<file path="config.mk">
export PLATFORM = sky130hd
export DESIGN_NAME = pipeCtrl
export DESIGN_NICKNAME = d
export VERILOG_FILES = /design/src/ctrlPkg.sv /design/src/poolIf.sv /design/src/issueStage.sv /design/src/instrSlot.sv /design/src/slotPool.sv /design/src/retireCtrl.sv /design/src/pipeCtrl.sv
export SDC_FILE = /design/constraint.sdc
export NUM_CORES = 1
export LEC_CHECK = 0
export ABC_CLOCK_PERIOD_IN_PS = 2600
export BUFFER_PORTS_ARGS = -buffer_cell sky130_fd_sc_hd__buf_2
export CAP_MARGIN = 20
export CORE_ASPECT_RATIO = 0.75
export CORE_UTILIZATION = 45
export CTS_CLUSTER_DIAMETER = 200
export DETAILED_ROUTE_END_ITERATION = 8
export GPL_TIMING_DRIVEN = 0
export MAX_ROUTING_LAYER = met4
export PLACE_DENSITY_LB_ADDON = 0.3
export SLEW_MARGIN = 10
export SYNTH_ARGS = -nofsm -noshare
export SYNTH_HDL_FRONTEND = slang
export SYNTH_SLANG_ARGS = --single-unit
</file>
<file path="constraint.sdc">
create_clock -name clk -period 2.6 [get_ports clk]
set_input_delay 0.13 -clock clk [delete_from_list [all_inputs] [get_ports clk]]
set_output_delay 0.13 -clock clk [all_outputs]
set_load 0.005 [all_outputs]
</file>
<file path="src/ctrlPkg.sv">
`default_nettype none

package ctrlPkg;

    ////////////////////////////////////////
    // basic words
    ////////////////////////////////////////
    typedef logic [4:0]  regAddr_t;  // register number
    typedef logic [31:0] instr_t;    // raw instruction word

    // opcode field values
    localparam logic [5:0] OpAlu    = 6'd0;
    localparam logic [5:0] OpImm    = 6'd8;   // addi
    localparam logic [5:0] OpLoad   = 6'd35;  // lw
    localparam logic [5:0] OpStore  = 6'd43;  // sw
    localparam logic [5:0] OpBranch = 6'd4;   // beq
    localparam logic [5:0] OpJump   = 6'd2;   // j

    ////////////////////////////////////////
    // control encodings
    ////////////////////////////////////////
    typedef enum logic [2:0] {
        ClsAlu,     // writes rd
        ClsImm,     // writes rt
        ClsLoad,    // writes rt after memory
        ClsStore,
        ClsBranch,
        ClsJump,
        ClsNop
    } instrClass_t;

    typedef enum logic [2:0] {
        SlotIdle,
        SlotDecode,
        SlotExecute,
        SlotMem,
        SlotWbWait
    } slotState_t;

    // same codes as the PC mux select
    typedef enum logic [1:0] {
        PcNext   = 2'b00,
        PcBranch = 2'b01,
        PcJump   = 2'b10
    } pcSrc_t;

    typedef struct packed {
        instrClass_t cls;
        regAddr_t    dest;  // only meaningful for register writers
    } slotEntry_t;

    // issue blocked for this many cycles after a redirect
    localparam int unsigned JumpHold   = 2;
    localparam int unsigned BranchHold = 1;

endpackage

`default_nettype wire

</file>
<file path="src/poolIf.sv">
`default_nettype none

// status of every slot goes to the retire side,
// grants and the flush strobe come back
interface poolIf #(
    parameter int NumSlots = 5
);
    import ctrlPkg::*;

    slotState_t          slotState [NumSlots];  // one per slot
    slotEntry_t          slotEntry [NumSlots];
    logic [NumSlots-1:0] wbGrant;               // one-hot or zero
    logic                flush;                 // kill slots in decode

    modport pool (
        output slotState,
        output slotEntry,
        input  wbGrant,
        input  flush
    );

    modport retire (
        input  slotState,
        input  slotEntry,
        output wbGrant,
        output flush
    );

endinterface

`default_nettype wire

</file>
<file path="src/issueStage.sv">
`default_nettype none

module issueStage (
    input  wire                 clk,
    input  wire                 rst_n,
    input  wire ctrlPkg::instr_t instr,
    input  wire                 instrValid,
    input  wire                 poolFull,
    input  wire                 memVisit,
    input  wire                 redirect,
    input  wire ctrlPkg::pcSrc_t redirectSrc,
    output logic                issue,
    output ctrlPkg::slotEntry_t entry,
    output logic                pcWrite,
    output ctrlPkg::pcSrc_t     pcSrc
);
    import ctrlPkg::*;

    logic [5:0]  opcode;
    instrClass_t cls;
    regAddr_t    dest;
    logic [1:0]  holdCnt;  // cycles left in the redirect window

    ////////////////////////////////////////
    // decode
    ////////////////////////////////////////
    assign opcode = instr[31:26];

    always_comb
    begin
        case (opcode)
            OpAlu:    cls = ClsAlu;
            OpImm:    cls = ClsImm;
            OpLoad:   cls = ClsLoad;
            OpStore:  cls = ClsStore;
            OpBranch: cls = ClsBranch;
            OpJump:   cls = ClsJump;
            default:  cls = ClsNop;
        endcase
    end

    always_comb
    begin
        case (cls)
            ClsAlu:          dest = instr[15:11];  // rd
            ClsImm, ClsLoad: dest = instr[20:16];  // rt
            default:         dest = '0;
        endcase
    end

    assign entry = '{cls: cls, dest: dest};

    ////////////////////////////////////////
    // issue and PC control
    ////////////////////////////////////////
    assign issue = instrValid && !poolFull && !memVisit && !redirect && (holdCnt == 2'd0);

    // a redirect always wins the PC
    assign pcWrite = issue || redirect;
    assign pcSrc   = redirect ? redirectSrc : PcNext;

    always_ff @(posedge clk or negedge rst_n)
    begin
        if (!rst_n)
            holdCnt <= 2'd0;
        else if (redirect)
            holdCnt <= (redirectSrc == PcJump) ? 2'(JumpHold) : 2'(BranchHold);
        else if (holdCnt != 2'd0)
            holdCnt <= holdCnt - 2'd1;
    end

endmodule

`default_nettype wire

</file>
<file path="src/instrSlot.sv">
`default_nettype none

module instrSlot (
    input  wire                     clk,
    input  wire                     rst_n,
    input  wire                     load,     // take entryIn this cycle
    input  wire ctrlPkg::slotEntry_t entryIn,
    input  wire                     grant,    // writeback done
    input  wire                     flush,
    output ctrlPkg::slotState_t     state,
    output ctrlPkg::slotEntry_t     entry
);
    import ctrlPkg::*;

    slotState_t nextState;

    ////////////////////////////////////////
    // per-class sequence
    ////////////////////////////////////////
    always_comb
    begin
        nextState = state;
        case (state)
            SlotIdle:
            begin
                if (load)
                    nextState = SlotDecode;
            end
            SlotDecode:
            begin
                // jump is done once it has redirected
                if (flush || entry.cls == ClsJump)
                    nextState = SlotIdle;
                else
                    nextState = SlotExecute;
            end
            SlotExecute:
            begin
                case (entry.cls)
                    ClsAlu, ClsImm:    nextState = SlotWbWait;
                    ClsLoad, ClsStore: nextState = SlotMem;
                    default:           nextState = SlotIdle;  // branch, nop
                endcase
            end
            SlotMem:
            begin
                if (entry.cls == ClsLoad)
                    nextState = SlotWbWait;
                else
                    nextState = SlotIdle;  // store ends here
            end
            SlotWbWait:
            begin
                if (grant)
                    nextState = SlotIdle;
            end
            default:
                nextState = SlotIdle;
        endcase
    end

    always_ff @(posedge clk or negedge rst_n)
    begin
        if (!rst_n)
            state <= SlotIdle;
        else
            state <= nextState;
    end

    // captured once per instruction
    always_ff @(posedge clk)
    begin
        if (load && state == SlotIdle)
            entry <= entryIn;
    end

endmodule

`default_nettype wire

</file>
<file path="src/slotPool.sv">
`default_nettype none

module slotPool #(
    parameter int NumSlots = 5
) (
    input  wire                     clk,
    input  wire                     rst_n,
    input  wire                     issue,
    input  wire ctrlPkg::slotEntry_t entry,
    output logic                    poolFull,
    poolIf.pool                     pool
);
    import ctrlPkg::*;

    logic [NumSlots-1:0] idleVec;
    logic [NumSlots-1:0] loadVec;  // one-hot target of this issue

    always_comb
    begin
        for (int i = 0; i < NumSlots; i++)
            idleVec[i] = (pool.slotState[i] == SlotIdle);
    end

    // lowest idle slot gets the new instruction
    assign loadVec  = issue ? (idleVec & (~idleVec + NumSlots'(1))) : '0;
    assign poolFull = ~|idleVec;

    ////////////////////////////////////////
    // slot array
    ////////////////////////////////////////
    for (genvar i = 0; i < NumSlots; i++)
    begin : gSlot
        instrSlot slotInst (
            .clk     (clk),
            .rst_n   (rst_n),
            .load    (loadVec[i]),
            .entryIn (entry),
            .grant   (pool.wbGrant[i]),
            .flush   (pool.flush),
            .state   (pool.slotState[i]),
            .entry   (pool.slotEntry[i])
        );
    end

endmodule

`default_nettype wire

</file>
<file path="src/retireCtrl.sv">
`default_nettype none

module retireCtrl #(
    parameter int NumSlots = 5
) (
    input  wire              aluZero,
    poolIf.retire            pool,
    output logic             memVisit,
    output logic             memWrite,
    output logic             regWrite,
    output ctrlPkg::regAddr_t wbAddr,
    output logic             memToReg,
    output logic             redirect,
    output ctrlPkg::pcSrc_t  redirectSrc
);
    import ctrlPkg::*;

    logic [NumSlots-1:0] wbReq;
    logic [NumSlots-1:0] grantVec;
    logic                branchTaken;
    logic                jumpDecode;

    ////////////////////////////////////////
    // writeback arbiter
    ////////////////////////////////////////
    always_comb
    begin
        for (int i = 0; i < NumSlots; i++)
            wbReq[i] = (pool.slotState[i] == SlotWbWait);
    end

    assign grantVec     = wbReq & (~wbReq + NumSlots'(1));  // lowest index wins
    assign pool.wbGrant = grantVec;
    assign regWrite     = |wbReq;

    always_comb
    begin
        wbAddr   = '0;
        memToReg = 1'b0;
        for (int i = 0; i < NumSlots; i++)
        begin
            if (grantVec[i])
            begin
                wbAddr   = pool.slotEntry[i].dest;
                memToReg = (pool.slotEntry[i].cls == ClsLoad);
            end
        end
    end

    ////////////////////////////////////////
    // data memory port
    ////////////////////////////////////////
    // issue cycles differ so at most one slot is in SlotMem
    always_comb
    begin
        memVisit = 1'b0;
        memWrite = 1'b0;
        for (int i = 0; i < NumSlots; i++)
        begin
            if (pool.slotState[i] == SlotMem)
            begin
                memVisit = 1'b1;
                if (pool.slotEntry[i].cls == ClsStore)
                    memWrite = 1'b1;
            end
        end
    end

    ////////////////////////////////////////
    // redirect detection
    ////////////////////////////////////////
    always_comb
    begin
        branchTaken = 1'b0;
        jumpDecode  = 1'b0;
        for (int i = 0; i < NumSlots; i++)
        begin
            if (pool.slotState[i] == SlotExecute && pool.slotEntry[i].cls == ClsBranch)
                branchTaken = branchTaken | aluZero;  // beq compares in execute
            if (pool.slotState[i] == SlotDecode && pool.slotEntry[i].cls == ClsJump)
                jumpDecode = 1'b1;
        end
    end

    // older branch wins over the jump behind it
    assign redirect    = branchTaken || jumpDecode;
    assign redirectSrc = branchTaken ? PcBranch : (jumpDecode ? PcJump : PcNext);
    assign pool.flush  = redirect;

endmodule

`default_nettype wire

</file>
<file path="src/pipeCtrl.sv">
`default_nettype none

module pipeCtrl #(
    parameter int NumSlots = 5
) (
    input  wire                 clk,
    input  wire                 rst_n,
    input  wire ctrlPkg::instr_t instr,
    input  wire                 instrValid,
    input  wire                 aluZero,
    output logic                pcWrite,
    output ctrlPkg::pcSrc_t     pcSrc,
    output logic                memVisit,
    output logic                memWrite,
    output logic                regWrite,
    output ctrlPkg::regAddr_t   wbAddr,
    output logic                memToReg,
    output logic                flush
);
    import ctrlPkg::*;

    logic       issue;
    slotEntry_t entry;
    logic       poolFull;
    logic       redirect;
    pcSrc_t     redirectSrc;

    poolIf #(.NumSlots(NumSlots)) poolBus ();

    assign flush = poolBus.flush;

    ////////////////////////////////////////
    // stages
    ////////////////////////////////////////
    issueStage issueInst (
        .clk         (clk),
        .rst_n       (rst_n),
        .instr       (instr),
        .instrValid  (instrValid),
        .poolFull    (poolFull),
        .memVisit    (memVisit),
        .redirect    (redirect),
        .redirectSrc (redirectSrc),
        .issue       (issue),
        .entry       (entry),
        .pcWrite     (pcWrite),
        .pcSrc       (pcSrc)
    );

    slotPool #(.NumSlots(NumSlots)) poolInst (
        .clk      (clk),
        .rst_n    (rst_n),
        .issue    (issue),
        .entry    (entry),
        .poolFull (poolFull),
        .pool     (poolBus.pool)
    );

    retireCtrl #(.NumSlots(NumSlots)) retireInst (
        .aluZero     (aluZero),
        .pool        (poolBus.retire),
        .memVisit    (memVisit),
        .memWrite    (memWrite),
        .regWrite    (regWrite),
        .wbAddr      (wbAddr),
        .memToReg    (memToReg),
        .redirect    (redirect),
        .redirectSrc (redirectSrc)
    );

endmodule

`default_nettype wire

</file>
; ---- Yosys cells after proc, flatten, opt, wreduce, memory -nomap -nowiden
; Cells that the tools add are included.
[totals]
ff_bits = 57
input_bits = 36
out_inout_bits = 13
word_cells = 225
[op_classes]
add_sub_neg = 3
n_eq_ne = 63
muxes = 74
bitwise_logic = 8
reduce_logical = 61
[op_table]
columns = cell, n
row1 = case mux 3 bit (5 select lines), 5
row2 = equality test 3 x 2 -> 1 bit (second input constant), 21
row3 = equality test 3 bit (second input constant), 15
row4 = two-way mux 3 bit, 15
row5 = equality test 3 x 1 -> 1 bit (second input constant), 11
row6 = logical NOT 3 bit, 11
row7 = two-way mux 1 bit, 30
row8 = two-way mux 5 bit, 6
row9 = case mux 3 bit (2 select lines), 5
row10 = two-way mux 2 bit, 11
row11 = OR reduction 2 bit, 11
row12 = != test 2 bit (second input constant), 10
row13 = logical AND 1 bit, 19
row14 = case mux 3 bit (6 select lines), 1
row15 = equality test 6 bit (second input constant), 2
row16 = adder 5 x 1 -> 5 bit (second input constant), 2
row17 = bitwise AND 5 bit, 2
row18 = inverter 5 bit, 2
row19 = case mux 5 bit (2 select lines), 1
row20 = AND reduction 2 bit, 5
row21 = OR reduction 5 bit, 2
row22 = logical OR 1 bit, 7
row23 = equality test 6 x 2 -> 1 bit (second input constant), 1
row24 = equality test 6 x 3 -> 1 bit (second input constant), 1
row25 = 8 further kinds, 13

; ---- Longest topological paths before layout
[depth]
ltp_word = 18
ltp_mapped = 8
depth_no_buf = 6

; ---- By module
; A second synthesis with hierarchy kept.
[unflattened]
hier_cells = 292
hier_area_um2 = 3228.1
[by_module_without_submodules]
columns = mod, n_inst, cells_each, area_per_inst_um2, seq_area_each_um2
row1 = instrSlot, 5, 25, 412.9, 315.3
row2 = retireCtrl, 1, 117, 765.7, 0.0
row3 = issueStage, 1, 36, 304.0, 50.0
row4 = slotPool, 1, 14, 93.8, 0.0

; ---- Least setup slack after synthesis
; OpenSTA, ideal clock, no wires.
[synth_timing]
path_type = reg-to-reg
start = register poolInst.gSlot[0].slotInst.state[1]
end = register poolInst.gSlot[0].slotInst.entry[0] in the netlist's numbering, enable pin
setup_time_ps = 370
t_arrival_ps = 1696
required_time_ps = 2230
path_slack_ps = 534
stages_incl_launch_ff = 8
n_path_buf = 1
period_less_slack_ps = 2066
cell_sequence = dfrtp_1 > nand2b_1 > or4_1 > nand3_2 > o31ai_4 > inv_4 > buf_6 > nor2_1
[synth_via]
elab_chain_len = 17
[synth_rtl]
columns = element, line_no
row1 = "start, declared", instrSlot.sv:10  ; output ctrlPkg::slotState_t state,
row2 = "start signal, assigned", instrSlot.sv:65  ; state <= SlotIdle;
row3 = "start signal, assigned", instrSlot.sv:67  ; state <= nextState;
row4 = equality test 3 x 2 -> 1 bit, retireCtrl.sv:78  ; if (pool.slotState[i] == SlotExecute && pool.slotEntry[i].cls == ClsBranch)
row5 = logical AND 1 bit, retireCtrl.sv:78
row6 = two-way mux 1 bit, retireCtrl.sv:78
row7 = OR 1 bit, retireCtrl.sv:79  ; branchTaken = branchTaken | aluZero;
row8 = two-way mux 1 bit, retireCtrl.sv:78
row9 = OR 1 bit, retireCtrl.sv:79
row10 = two-way mux 1 bit, retireCtrl.sv:78
row11 = OR 1 bit, retireCtrl.sv:79
row12 = two-way mux 1 bit, retireCtrl.sv:78
row13 = OR 1 bit, retireCtrl.sv:79
row14 = two-way mux 1 bit, retireCtrl.sv:78
row15 = logical OR 1 bit, retireCtrl.sv:86  ; assign redirect = branchTaken || jumpDecode;
row16 = logical NOT 1 bit, issueStage.sv:56  ; assign issue = instrValid && !poolFull && !memVisit && !redirect && (holdCnt == 2'd0);
row17 = logical AND 1 bit (2 in a row), issueStage.sv:56
row18 = two-way mux 5 bit, slotPool.sv:25  ; assign loadVec = issue ? (idleVec & (~idleVec + NumSlots'(1))) : '0;
row19 = logical AND 1 bit *, instrSlot.sv:73  ; if (load && state == SlotIdle)
row20 = "end signal, assigned", instrSlot.sv:74  ; entry <= entryIn;
row21 = "end, declared", instrSlot.sv:11  ; output ctrlPkg::slotEntry_t entry
; Every way passes the cells marked *; elsewhere a longest branch is shown, timed or not.
; A chain may end at the register's enable or synchronous reset.

; ---- Worst setup path after layout
[layout_timing]
start = register poolInst.gSlot[2].slotInst.state[0]
end = output wbAddr[3]
[layout_via]
elab_chain_len = 7
[layout_rtl]
columns = element, line_no
row1 = "start, declared", instrSlot.sv:10
row2 = "start signal, assigned", instrSlot.sv:65
row3 = "start signal, assigned", instrSlot.sv:67
row4 = equality test 3 bit *, retireCtrl.sv:29  ; wbReq[i] = (pool.slotState[i] == SlotWbWait);
row5 = inverter 5 bit, retireCtrl.sv:32  ; assign grantVec = wbReq & (~wbReq + NumSlots'(1));
row6 = adder 5 x 1 -> 5 bit, retireCtrl.sv:32
row7 = bitwise AND 5 bit *, retireCtrl.sv:32
row8 = two-way mux 5 bit (2 in a row), retireCtrl.sv:42  ; if (grantVec[i])
row9 = two-way mux 5 bit *, retireCtrl.sv:42
row10 = "end, declared", pipeCtrl.sv:16  ; output ctrlPkg::regAddr_t wbAddr,
; Marked as above.

==> metrics.md <==
| Metric | Value |
|---|---|
| Outcome | `finished, final reports clean` |
| CTS tree | `done` |
| Comb pwr share | `about 17%` |
| LEAKAGE | `1.311 nW` |
| Clk sink count | `57` |
| Syn Area/Cell | `11.10 sq um` |
| Slew @ Worst Pin | `~800 ps` |
| Clock network latency to the later pin of the worst-skew pair | `approximately 340 ps` |
| Setup TNS | `0 ps` |
| Cells after Synth | `258` |
| Post-synthesis xor/xnor area fraction | `less than 1%` |
| Internal | `approximately 1.7 mW` |
| Grt ovf | `0` |
| Worst path arrival time | `between 2000 and 2500 ps` |
| Cell taking the most area after synthesis | `edfxtp_1` |
| Clk_skew | `9.360 ps` |
| Worst Setup End Kind | `primary output` |
| Post-synth top area share | `41.94%` |
| Slew margin rel. | `~47%` |
| Synth Cell Area | `between 2000 and 3000 sq um` |
| Largest family of logic cells by synthesized area | `simple AND/OR/NAND/NOR gates` |
| Synthesized net count | `slightly below 300` |
| IR drop worst, VDD | `around 0.32 mV` |
| Maxcap violations | `0` |
| Net switching power | `~660 uW` |
| Unique masters post-synth | `50` |
| Seq cells post-synth | `57` |
| DR iter-0 viols | `about 160` |
| Sw frac | `28.43%` |
| Sequential area share after synthesis | `56.79%` |
| # nets final | `roughly 340` |
| Delay of the slowest critical-path stage | `approximately 470 ps` |
| Cell area after placement | `~3100 sq um` |
| WP buf/inv | `1` |
| N_diodes | `0` |
| Worst Hold Class | `in2reg` |
| Largest net degree at the start of global routing | `18` |
| DRC Markers | `0` |
| Final Power | `~2.3 mW` |
| Reg clk slew, reported paths | `~70 ps` |
| Post-CTS setup buffers | `0` |
| Vias in the first global route | `around 2100` |
| Post-route setup slack | `~100 ps` |
| Final Instance Area | `around 3300 sq um` |
| Initial Utilization | `approximately 48%` |
| Gpl congestion | `~0.96` |
| Setup Crit Path Kind | `reg2out` |
| Fin crit share | `95.97%` |
| H-Tree Depth | `3` |
| Core ar. | `approximately 6000 sq um` |
| Ports | `just under 50` |
| CP startpoint kind | `flop` |
| Critical path data required time | `roughly 2500 ps` |
| Place WS | `-0.07438 ps` |
| Top cells by area, synth | `edfxtp_1 42%, dfrtp_1 15%, nor2_1 3.4%` |
| Compound-gate portion of the synthesized area | `14.55%` |
| Root Buffer Master | `clkbuf_8` |
| EDFF count, synth | `40` |
| Worst path cell trace | `or3b_1 > nor2_1 > a22oi_1 > o21ai_0 > a221o_1 > buf_2` |
| Area growth syn-to-layout | `16.82%` |
| Hold slack | `between 100 and 150 ps` |
| Final min period | `between 2000 and 2500 ps` |
| Via count | `about 2300` |
| Die width | `94.12 microns` |
| Port Buffers | `32` |
| HPWL after detailed placement | `4866 microns` |
| Finish-stage setup viols | `0` |
| Endpoints failing hold | `0` |
| DRT Pass-1 Iters | `4` |
| RSZ-0062 raised after global routing | `no` |
| CP Max Fanout | `7` |
| Die H | `a little over 70 microns` |
| Via density | `approximately 5.9` |
| Number of routed nets with antenna violations | `0` |
| Leading cell types in the layout, fill and taps excluded | `40 x edfxtp_1, 37 x buf_2, 21 x nor2_1, 21 x nand2_1, 17 x dfrtp_1` |
| Synthesis warning total | `0` |
| Routed WL per cell | `17.45 microns` |
| Cell family with most CP delay | `simple AND/OR/NAND/NOR gates` |
| Total Wirelength | `approximately 6700 microns` |
| Die area | `approximately 6700 sq um` |
| CTS Buf Count | `9` |
| Global-route wire length before repair | `between 10000 and 15000 microns` |
| Simple-gate share of the synthesized area | `around 25%` |
| Adder-Cell Fraction of Synth Area | `less than 1%` |
| Seq pwr share | `between 40% and 50%` |
| Site Rows | `24` |
| Tot GR Track Use | `a little under a quarter` |
| PD cells | `between 600 and 700 nW/um^2` |
| Mux contribution to synthesized area | `less than 1%` |
| Commonest register cell after synthesis | `edfxtp_1` |
| Critical-path top delay cell | `or3b_1` |
| Initial antenna violation count | `0` |
| Max-slew violation count | `0` |
| Commonest non-fill, non-tap cell in the layout | `edfxtp_1` |
| Ys async rst share | `between 20 and 30%` |
| Share of post-route cells with drive strength above 1 | `~23%` |
| Clk network pwr share | `34.8%` |
| F_max | `between 400 and 500 MHz` |
| Clock buffer depth | `2` |
-- layout make-up --
cell class / instances / area, sq um
fillers: 508 / 2630
multi-input cells: 185 / 1179
clock inverters: 7 / 71.32
well taps: 78 / 97.59
clock buffers: 9 / 123.9
flip-flops and latches: 57 / 1627
inverters: 9 / 36.28
repair buffers: 33 / 170.2
plain buffers: 7 / 41.29
-- layer usage --
metal	track usage (%)	share of wire, %	vias to the layer above	routed length (microns)
met5	-	0	-	0
met4	6.667	1.2	0	80
met3	7.419	6.1	8	411
met2	33.33	45	82	3019
met1	31.65	48	1101	3207
li1	-	-	1090	-
-- power by group through the flow --
| stage | combinational (mW) | sequential (mW) | clock (mW) |
|---|---|---|---|
| 2_1_floorplan | 0.274 | 1.11 | 0 |
| 6_report | 0.395 | 1.11 | 0.802 |
| 4_1_cts | 0.392 | 1.11 | 0.811 |
| 5_1_grt | 0.452 | 1.12 | 0.857 |
| 3_3_place_gp | 0.376 | 1.12 | 0 |
| 3_5_place_dp | 0.385 | 1.13 | 0 |
-- path summary, 6_finish.rpt --
kind                       cells past startpoint  slack (ps)                             endpoint                                 from
max                                            6         100                            wbAddr[3]  poolInst.gSlot[2].slotInst.state[0]
min                                            3         120                 issueInst.holdCnt[0]                              aluZero
max reg2reg                                    7         250  poolInst.gSlot[4].slotInst.entry[3]  poolInst.gSlot[0].slotInst.state[2]
min reg2reg                                    1         480  poolInst.gSlot[0].slotInst.state[2]  poolInst.gSlot[0].slotInst.entry[7]
max in group asynchronous                      2        2030  poolInst.gSlot[0].slotInst.state[2]                                rst_n
min in group asynchronous                      2         260  poolInst.gSlot[4].slotInst.state[1]                                rst_n
-- repair_timing --
action | CTS | global route
pin swaps | 0 | 0
gates cloned | 0 | 0
hold buffers | 1 | 0
setup endpoints to repair | 24 | 44
resized for setup | 3 | 5
hold endpoints to repair | 17 | 0
-- tightest hold or removal path: stages --
cell	delay, ps
buf_2	100
o31ai_4	100
o21ai_0	80
-- synth_stat cells, drive strengths merged (2+ instances only) --
library cell  count
nand4            11
nor3              8
o32ai             2
a21oi             5
buf               6
a21boi            2
a221o             5
o31ai             5
nor2             26
dfrtp            17
nand2b            8
nand3             7
or3               7
o21ai            18
o211ai            3
inv               9
a22oi             5
or4               2
nor4b             2
nand3b            5
o41ai             2
and3              3
nand2            21
edfxtp           40
nor4              6
a22o              7
nor3b             6
nor2b             7
-- stage by stage --
stage	util, %	cells
global route	55.99	385
detailed placement	52.24	368
floorplan	-	258
finish	55.99	385
global placement	52.24	368
CTS	55.80	385
-- flip-flops by register name (all words and copies together) (netlist names) --
register,flops
issueInst.holdCnt,2
poolInst.gSlot.slotInst.entry,40
poolInst.gSlot.slotInst.state,15
-- kinds of logic after synthesis --
kind of cell | Yosys count
DFF | 57
buffers and inverters | 16
xor gates and xnor gates | 1
AOI/OAI and AO/OA | 57
and+or+nand+nor | 124
muxes | 1
adders and majority gates | 2
Note: power is estimated with default switching activity, not from simulation.
